<file path="src/dcache_pkg.sv">
package dcache_pkg;

	// ========================================
	// geometry.
	// ========================================
	localparam int s_offset = 5;
	localparam int s_index = 3;
	localparam int s_tag = 32 - s_offset - s_index;
	localparam int num_sets = 2**s_index;
	localparam int line_bits = 8 * (2**s_offset);
	localparam int words_per_line = line_bits / 32;

	typedef logic [line_bits-1:0] line_t;

	// one entry per set per way.
	typedef struct packed {
		logic valid;
		logic dirty;
		logic [s_tag-1:0] tag;
	} cache_meta_t;

	// request as latched from the cpu port.
	typedef struct packed {
		logic [31:0] address;
		logic write;
		logic [31:0] wdata;
		logic [3:0] byte_en;
	} cache_req_t;

	// memory address source.
	typedef enum logic [1:0] {
		fill_addr = 2'd0, // line of the current request.
		victim_addr = 2'd1 // victim tag with the request index.
	} pmem_sel_t;

endpackage

</file>
<file path="src/dcache_ctl_if.sv">
`timescale 1ns/1ns

interface dcache_ctl_if import dcache_pkg::*; ();

	// strobes from the FSM.
	logic capture;
	logic lookup;
	logic write_hit;
	logic fill;
	logic touch_lru;
	pmem_sel_t addr_sel;

	// status from the datapath.
	logic hit;
	logic victim_dirty;
	logic req_write;

	modport ctl (
		output capture, lookup, write_hit, fill, touch_lru, addr_sel,
		input hit, victim_dirty, req_write
	);

	modport dp (
		input capture, lookup, write_hit, fill, touch_lru, addr_sel,
		output hit, victim_dirty, req_write
	);

endinterface

</file>
<file path="src/dcache_ctrl.sv">
`timescale 1ns/1ns

module dcache_ctrl import dcache_pkg::*; (
	input logic clk,
	input logic rst_n,
	dcache_ctl_if.ctl ctl,
	input logic cpu_req,
	output logic cpu_ack,
	output logic cpu_miss,
	output logic mem_req,
	input logic mem_ack,
	output logic mem_write
);

	typedef enum logic [2:0] {
		idle,
		lookup,
		compare,
		wb_req,
		wb_done,
		fill_req,
		fill_done,
		respond
	} state_t;

	state_t state;
	state_t state_next;
	logic ack_next;

	always_ff @(posedge clk or negedge rst_n) begin
		if (!rst_n) begin
			state <= idle;
			cpu_ack <= 1'b0;
			cpu_miss <= 1'b0;
		end else begin
			state <= state_next;
			cpu_ack <= ack_next;
			if (ctl.capture) begin
				cpu_miss <= 1'b0;
			end else if (state == compare && !ctl.hit) begin
				cpu_miss <= 1'b1;
			end
		end
	end

	// ========================================
	// next state and strobes.
	// ========================================
	always_comb begin
		state_next = state;
		ack_next = cpu_ack;
		ctl.capture = 1'b0;
		ctl.lookup = 1'b0;
		ctl.write_hit = 1'b0;
		ctl.fill = 1'b0;
		ctl.touch_lru = 1'b0;
		ctl.addr_sel = fill_addr;
		mem_req = 1'b0;
		mem_write = 1'b0;

		unique case (state)
			idle: begin
				if (cpu_req) begin
					ctl.capture = 1'b1;
					state_next = lookup;
				end
			end
			lookup: begin
				ctl.lookup = 1'b1; // arrays valid in compare.
				state_next = compare;
			end
			compare: begin
				if (ctl.hit) begin
					ctl.touch_lru = 1'b1;
					ctl.write_hit = ctl.req_write;
					state_next = respond;
				end else if (ctl.victim_dirty) begin
					state_next = wb_req;
				end else begin
					state_next = fill_req;
				end
			end
			wb_req: begin
				mem_req = 1'b1;
				mem_write = 1'b1;
				ctl.addr_sel = victim_addr;
				if (mem_ack) begin
					state_next = wb_done;
				end
			end
			wb_done: begin
				ctl.addr_sel = victim_addr;
				if (!mem_ack) begin
					state_next = fill_req;
				end
			end
			fill_req: begin
				mem_req = 1'b1;
				if (mem_ack) begin
					ctl.fill = 1'b1; // mem_rdata is valid now.
					ctl.touch_lru = 1'b1;
					state_next = fill_done;
				end
			end
			fill_done: begin
				if (!mem_ack) begin
					state_next = respond;
				end
			end
			respond: begin
				if (!cpu_ack) begin
					ack_next = 1'b1;
				end else if (!cpu_req) begin
					ack_next = 1'b0;
					state_next = idle;
				end
			end
			default: state_next = idle;
		endcase
	end

	a_mem_req_rise: assert property (@(posedge clk) disable iff (!rst_n)
		$rose(mem_req) |-> !mem_ack)
		else $error("mem_req raised while mem_ack still high.");

	a_cpu_ack_rise: assert property (@(posedge clk) disable iff (!rst_n)
		$rose(cpu_ack) |-> cpu_req)
		else $error("cpu_ack raised without cpu_req.");

endmodule

</file>
<file path="src/flat_wrapper.sv">
// flat-port wrapper written by rule: the top's interface ports become plain ports
module dcache_ctrl_flat import dcache_pkg::*;
  (clk, rst_n, cpu_req, cpu_ack, cpu_miss, mem_req, mem_ack, mem_write, ctl_capture, ctl_lookup, ctl_write_hit, ctl_fill, ctl_touch_lru, ctl_addr_sel, ctl_hit, ctl_victim_dirty, ctl_req_write);
  dcache_ctl_if ctl_i ();
  input logic clk;
  input logic rst_n;
  input logic cpu_req;
  output logic cpu_ack;
  output logic cpu_miss;
  output logic mem_req;
  input logic mem_ack;
  output logic mem_write;
  output wire logic [$bits(ctl_i.capture)-1:0] ctl_capture;
  output wire logic [$bits(ctl_i.lookup)-1:0] ctl_lookup;
  output wire logic [$bits(ctl_i.write_hit)-1:0] ctl_write_hit;
  output wire logic [$bits(ctl_i.fill)-1:0] ctl_fill;
  output wire logic [$bits(ctl_i.touch_lru)-1:0] ctl_touch_lru;
  output wire logic [$bits(ctl_i.addr_sel)-1:0] ctl_addr_sel;
  input wire logic [$bits(ctl_i.hit)-1:0] ctl_hit;
  input wire logic [$bits(ctl_i.victim_dirty)-1:0] ctl_victim_dirty;
  input wire logic [$bits(ctl_i.req_write)-1:0] ctl_req_write;
  assign ctl_capture = ctl_i.capture;
  assign ctl_lookup = ctl_i.lookup;
  assign ctl_write_hit = ctl_i.write_hit;
  assign ctl_fill = ctl_i.fill;
  assign ctl_touch_lru = ctl_i.touch_lru;
  assign ctl_addr_sel = ctl_i.addr_sel;
  assign ctl_i.hit = ctl_hit;
  assign ctl_i.victim_dirty = ctl_victim_dirty;
  assign ctl_i.req_write = ctl_req_write;
  dcache_ctrl u_core (.clk(clk), .rst_n(rst_n), .ctl(ctl_i), .cpu_req(cpu_req), .cpu_ack(cpu_ack), .cpu_miss(cpu_miss), .mem_req(mem_req), .mem_ack(mem_ack), .mem_write(mem_write));
endmodule
</file>
<file path="config.mk">
export PLATFORM = sky130hd
export DESIGN_NAME = dcache_ctrl_flat
export DESIGN_NICKNAME = d
export VERILOG_FILES = /design/src/dcache_pkg.sv /design/src/dcache_ctl_if.sv /design/src/dcache_ctrl.sv /design/src/flat_wrapper.sv
export SDC_FILE = /design/constraint.sdc
export NUM_CORES = 1
export LEC_CHECK = 0
export BUFFER_PORTS_ARGS = -buffer_cell sky130_fd_sc_hd__buf_2
export CORE_AREA = 3 3 40 42
export CTS_CLUSTER_DIAMETER = 60
export DETAILED_ROUTE_END_ITERATION = 10
export DIE_AREA = 0 0 43 45
export PLACE_DENSITY = 0.67
export SLEW_MARGIN = 15
export SYNTH_ARGS = -nofsm -noshare
export SYNTH_HDL_FRONTEND = slang
export SYNTH_SLANG_ARGS = --single-unit
</file>
<file path="constraint.sdc">
create_clock -name clk -period 1.6 [get_ports clk]
set_input_delay 0.4 -clock clk [delete_from_list [all_inputs] [get_ports clk]]
set_output_delay 0.4 -clock clk [all_outputs]
set_load 0.05 [all_outputs]
</file>
==> run_results.csv, run 1 <==
group,metric,value,unit
synth,ys_warn_count,0,
power,p_leak,0.368,nW
setup_path,critical_path.endpoint_type,"output pin",
sta,rsz0062_at_grt,"true",
setup_path,path_max_fanout,6,
final_layout,final_cell_mix,"buf_4, buf_2, buf_6",
setup_path,r2r-end,"u_core.state[2]",
synth,syn-cell-area,404,sq um
setup_path,max_stage_delay,0.45,ns
setup_path,worst_r2r_path_depth,5,
final_layout,areaGrowthSynthToFinish,87.0,%
detailed_routing,routed_via_density,4.85,
power,power.total,0.00176,W
floorplan,io_pins,18,
power,ir_worst_vdd,0.939,mV
power,sequentialPowerShare,0.153,
sta,fin_tns_setup,-0.391,ns
detailed_routing,wl_per_cell,12.0,um
outcome,failed_checks,"negative setup slack",
clock_tree,cts_tree,"built",
clock_tree,clock_sinks,5,
floorplan,core_area,0.00128,sq mm
setup_path,cp.arrival,1.30,ns
final_layout,final_core_util,0.588,
detailed_routing,antenna_left,0,
detailed_routing,wirelength,1150,um
sta,worst_slack,-0.104,ns
setup_path,critPathKind,"register to output pin",
setup_path,required,1.20,ns
floorplan,fp-row-count,13,
clock_tree,clockBufferDepth,2,
global_route,grt_pass1_vias,436,
global_route,grt_max_degree,8,
global_route,grt_first_pass_wirelength,1890,um
detailed_routing,met3_length,91,um
synth,postSynthAreaPerCell,8.60,sq um
power,switching_share,0.480,
final_layout,nets,89,
synth,ys_types,28,
sta,setup_viol,5,
global_route,grt.total_usage,0.136,
power,clkPwrFrac,0.085,
sta,fin_skew,0.00660,ns
sta,finalCritPeriodShare,1.06,
detailed_routing,drtIter0Drc,12,
setup_path,critPathLaunch,"u_core.state[2]",
setup_path,r2r-start,"u_core.state[0]",
power,p_int,0.000916,W
placed_design,numPortBuffers,16,
setup_path,cp_slowest_cell,"dfrtp_2",
sta,slew_viol_final,0,
setup_path,path_cells,"buf_4 -> xor2_1 -> and2_1 -> buf_6",
clock_tree,numCtsBuffers,3,
sta,hold_violations,0,
global_route,antenna_found_initial,0,
synth,synthCells,47,
detailed_routing,dr.max_layer_used,"met4",
final_layout,diodes,0,
flow_run,cap_violations,0,
placed_design,place_area,548,sq um
floorplan,die_h,45,um
floorplan,die_area,0.00194,sq mm
synth,synth_seq_area_share,0.310,
global_route,overflow,0,
clock_tree,clk_latency,0.25,ns
floorplan,start_util,0.315,
floorplan,die_x,43,um
detailed_routing,wl_met2,549,um
detailed_routing,drt_pass1_iterations,4,
sta,fmax,587,MHz
placed_design,gp_congestion,0.804,
setup_path,reg2reg_slack,0.17,ns
final_layout,final_common_cell,"buf_4",
detailed_routing,via_count,466,
sta,holdWs,0.492,ns
synth,ys_ff_latch,5,
placed_design,dp_hpwl,738,um
setup_path,crit_end,"mem_req",
final_layout,design_area,756,sq um
power,switching_power,0.000847,W
clock_tree,clockRootBuffer,"clkbuf_4",
final_layout,drive_above_1_share,0.605,
hold_path,hold_class,"primary input to async pin",
clock_tree,clk_pin_slew,0.05,ns
outcome,status,"finished, violations left",
synth,syn-num-nets,54,
setup_path,startpoint_type,"register",
detailed_routing,drc,0,
sta,min_period,1.70,ns
power,powerDensity,2330,mW/mm^2
detailed_routing,drt-met1-wl,493,um
clock_tree,h-tree-depth,1,
power,power_frac_comb,0.762,
how the worst min path moves through the flow:
stage                           end  cells past startpoint
finish              u_core.state[0]                      2
CTS                 u_core.state[0]                      3
detailed placement  u_core.state[2]                      1
floorplan            u_core.cpu_ack                      0
global placement    u_core.state[2]                      1
global route        u_core.state[1]                      2
power groups by stage:
stage | sequential (W) | combinational (W) | clock (W)
after floorplan | 0.000304 | 0.000735 | 0
after global placement | 0.000268 | 0.000952 | 0
after detailed placement | 0.000271 | 0.000965 | 0
after CTS | 0.000270 | 0.00126 | 0.000155
after global routing | 0.000281 | 0.00142 | 0.000172
final | 0.000269 | 0.00134 | 0.000151
registers in the layout, indices dropped and copies added (netlist names):
register / count
u_core.cpu_ack: 1
u_core.state: 3
u_core.cpu_miss: 1
area by class of cell:
type                            instances  area, sq um
Fill cell                             108          529
Timing Repair Buffer                   35          298
Multi-Input combinational cell         36          282
Sequential cell                         5          128
Clock buffer                            4         26.3
Tap cell                               15         18.8
Inverter                                1         3.75
metrics by stage:
step / setup slack [ns] / instances
2_1_floorplan: -0.0307 / 47
3_3_place_gp: -0.0742 / 81
3_5_place_dp: -0.0889 / 81
4_1_cts: -0.0875 / 93
5_1_grt: -0.167 / 96
6_report: -0.104 / 96
worst max-delay path, delay by kind of cell (launching register included):
family / cells / cell delay, ns
xor+xnor: 1 / 0.14
simple gates: 1 / 0.16
buf+inv: 2 / 0.30
flops: 1 / 0.45
synthesized netlist by cell type:
master     n  area (sq um)
a21o_1     1          7.51
a21oi_1    3          15.0
a22o_1     1          8.76
and2_1     2          12.5
and3_1     1          6.26
and4bb_1   1          12.5
buf_4      3          22.5
buf_6      2          22.5
conb_1     1          3.75
dfrtp_1    5           125
inv_1      1          3.75
nand2_1    3          11.3
nand2b_1   2          12.5
nand3_1    1          5.00
nand3b_1   1          7.51
nor2_1     4          15.0
nor2b_1    1          6.26
nor3_1     3          15.0
nor3b_2    1          12.5
nor4_2     1          12.5
o211a_1    1          10.0
o21ai_1    2          10.0
o21bai_1   1          7.51
o22ai_1    1          6.26
o2bb2ai_1  1          8.76
or2_1      1          6.26
or3b_1     1          8.76
xor2_1     1          8.76
cells by family after synthesis:
kind of cell | share of synthesized area
xor gates and xnor gates | 0.0217
AOI/OAI and AO/OA | 0.183
buffers and inverters | 0.121
other | 0.00928
and+or+nand+nor | 0.356
DFF | 0.310
per-layer routing:
metal  up-vias  GRT usage
li1        229          -
met1       208      0.167
met2        26      0.207
met3         3     0.0518
met4         0     0.0723
met5         -          0
what timing repair did:
action | CTS | global route
hold buffers | 1 | 0
endpoints found under the hold margin | 5 | 0
gates resized for setup | 25 | 4
setup buffers | 7 | 3
endpoints found under the setup margin | 8 | 8
pin swaps | 2 | 1
Note: power is estimated with default switching activity, not from simulation.
==> inputs of run 2 (changes only) <==
--- a/config.mk
+++ b/config.mk
@@ -5,6 +5,7 @@
 export SDC_FILE = /design/constraint.sdc
 export NUM_CORES = 1
 export LEC_CHECK = 0
+export ABC_AREA = 1
 export BUFFER_PORTS_ARGS = -buffer_cell sky130_fd_sc_hd__buf_2
 export CORE_AREA = 3 3 40 42
 export CTS_CLUSTER_DIAMETER = 60
==> constraint.sdc (replaced) <==
create_clock -name clk -period 1.6 [get_ports clk]
set_input_delay 0.4 -clock clk [delete_from_list [all_inputs] [get_ports clk]]
set_output_delay 0.4 -clock clk [all_outputs]
set_load 0.02 [all_outputs]
==> run 2 against run 1 <==
  * The flow still finishes with violations (negative setup slack)
  * Critical endpoint is now ctl_capture
  * Die area did not move
  * Power fell by 17%
  * Register-to-register slack improved by 0.10 ns
  * Design area fell by 15%
  * Clock skew rose by 0.0021 ns
  * Sequential share of layout area rose by 3.2 points
  * Clock power barely moved
  * Cell count rose by 4.2%
  * Sequential power rose by 20%
  * Largest cell class is now multi-input combinational cells
  * Largest power group unchanged
  * Non-clock buffer count fell by 13
  * Clock-buffer cell count did not move
==> run_results.csv, run 2 <==
group,metric,value,unit
power,clkPwrFrac,0.102,
setup_path,required,1.20,ns
detailed_routing,wl_per_cell,12.6,um
detailed_routing,drt_pass1_iterations,4,
placed_design,dp_cells,91,
power,powerDensity,2290,mW/mm^2
outcome,status,"finished, violations left",
global_route,grt_max_degree,9,
global_route,overflow,0,
global_route,grt_pass1_vias,384,
detailed_routing,drc,0,
synth,postSynthAreaPerCell,6.56,sq um
flow_run,cap_violations,0,
power,switching_share,0.503,
global_route,grt_use_met2,0.228,
final_layout,diodes,0,
sta,min_period,1.67,ns
power,switching_power,0.000738,W
final_layout,reg_top3,"u_core.state (3), u_core.cpu_ack (1), u_core.cpu_miss (1)",
floorplan,fp-row-count,13,
synth,synth_top_cells_by_count,"nand2_1, nand3_1, inv_1, nor2_1, dfrtp_1",
final_layout,nets,93,
hold_path,hold_class,"primary input to async pin",
power,p_leak,0.347,nW
outcome,failed_checks,"negative setup slack",
floorplan,core_area,0.00128,sq mm
final_layout,top_register,"u_core.state",
sta,hold_violations,0,
final_layout,multi_input_area,267,sq um
final_layout,drive_above_1_share,0.482,
sta,finalCritPeriodShare,1.04,
global_route,grt_first_pass_wirelength,1640,um
setup_path,cp.arrival,1.27,ns
floorplan,die_area,0.00194,sq mm
sta,fmax,598,MHz
clock_tree,clockBufferDepth,2,
clock_tree,clk_latency,0.25,ns
setup_path,path_max_fanout,6,
global_route,antenna_found_initial,0,
clock_tree,clock_sinks,5,
global_route,grt_util_met1,0.118,
detailed_routing,wirelength,1260,um
final_layout,final_core_util,0.499,
final_layout,final_cell_mix,"nand2_1, buf_2, nand3_1",
final_layout,final_common_cell,"nand2_1",
setup_path,critPathKind,"register to output pin",
detailed_routing,via_count,468,
synth,synth_seq_area_share,0.308,
floorplan,io_pins,18,
detailed_routing,routed_via_density,4.68,
detailed_routing,antenna_left,0,
power,power.total,0.00147,W
sta,holdWs,0.494,ns
synth,ys_warn_count,0,
sta,slew_viol_final,0,
clock_tree,h-tree-depth,1,
final_layout,areaGrowthSynthToFinish,57.5,%
sta,fin_tns_setup,-0.221,ns
synth,syn-cell-area,407,sq um
synth,synth_largest_area_cell,"dfrtp_1",
global_route,grt.total_usage,0.120,
setup_path,worst_r2r_path_depth,7,
clock_tree,numCtsBuffers,3,
synth,ys_ff_latch,5,
floorplan,die_x,43,um
final_layout,fillers,124,
placed_design,numPortBuffers,16,
synth,syn-num-nets,69,
placed_design,gp_congestion,0.834,
detailed_routing,drtIter0Drc,12,
synth,synthDominantCellAreaShare,0.308,
clock_tree,cts_tree,"built",
synth,async_reset_ff_frac,1.00,
synth,synth_edf_count,0,
floorplan,die_h,45,um
sta,rsz0062_at_grt,"true",
synth,netlist_top_cells_area,"dfrtp_1, nand2_1, nand3_1",
final_layout,largest_register_ff_count,3,
power,p_int,0.000728,W
synth,synth.most_common_cell,"nand2_1",
placed_design,dp_hpwl,729,um
final_layout,finalNonFillerCells,100,
synth,synth_ff_type,"dfrtp_1",
power,power_frac_comb,0.679,
global_route,gr-max-usage-layer,"met2",
synth,synthCells,62,
sta,setup_viol,5,
global_route,met3_usage,0.0518,
final_layout,ff_latch_area,129,sq um
sta,worst_slack,-0.0714,ns
clock_tree,clockRootBuffer,"clkbuf_4",
setup_path,critical_path.endpoint_type,"output pin",
setup_path,startpoint_type,"register",
sta,fin_skew,0.00871,ns
power,ir_worst_vdd,1.14,mV
clock_tree,clk_pin_slew,0.05,ns
synth,ys_types,15,
power,sequentialPowerShare,0.220,
floorplan,start_util,0.316,
## run 2: power groups by stage
stage | logic (W) | registers [W] | clock network [W]
floorplan | 0.000591 | 0.000266 | 0
global placement | 0.000688 | 0.000298 | 0
detailed placement | 0.000695 | 0.000298 | 0
CTS | 0.000825 | 0.000331 | 0.000152
global route | 0.00107 | 0.000334 | 0.000159
finish | 0.000995 | 0.000322 | 0.000149
## run 2: repair_timing
action	4_1_cts	5_1_grt
endpoints found under the setup margin	6	7
resized for setup	16	6
hold buffers	1	0
buffers inserted	2	2
pin swaps	1	0
hold endpoints to repair	5	0
## run 2: cell type report
type | instances | area share
Multi-Input combinational cell | 45 | 0.416
Tap cell | 15 | 0.0293
Sequential cell | 5 | 0.201
Clock buffer | 4 | 0.0410
Inverter | 9 | 0.0527
Timing Repair Buffer | 22 | 0.260
## run 2: metrics by stage
step / setup WS (ns) / cell area [sq um]
final: -0.0714 / 641
after global routing: -0.109 / 641
after CTS: -0.0282 / 591
after detailed placement: 0.0992 / 489
after global placement: 0.117 / 489
after floorplan: 0.114 / 413
## run 2: path summary, 6_finish.rpt
check | start | to | slack [ns]
min | rst_n | u_core.cpu_miss | 0.49
max in group asynchronous | rst_n | u_core.state[2] | 0.94
max | u_core.state[0] | ctl_capture | -0.07
min in group clk | cpu_req | u_core.cpu_ack | 0.51
min reg2reg | u_core.cpu_miss | u_core.cpu_miss | 0.51
max reg2reg | u_core.state[0] | u_core.state[0] | 0.27
## run 2: layer usage
| layer | up-vias | wire length, um |
|---|---|---|
| li1 | 238 | - |
| met1 | 205 | 501 |
| met2 | 21 | 649 |
| met3 | 4 | 92 |
| met4 | 0 | 17 |
| met5 | - | 0 |
## run 2: critical path: stages, from the launching register on
cell     delay, ns
dfrtp_2       0.47
buf_12        0.16
nor4_4        0.22
buf_4         0.18
## run 2: logic make-up after synthesis
| family | share of synthesized area |
|---|---|
| other | 0.00922 |
| DFF | 0.308 |
| buffers and inverters | 0.157 |
| AOI/OAI and AO/OA | 0.0554 |
| and+or+nand+nor | 0.471 |
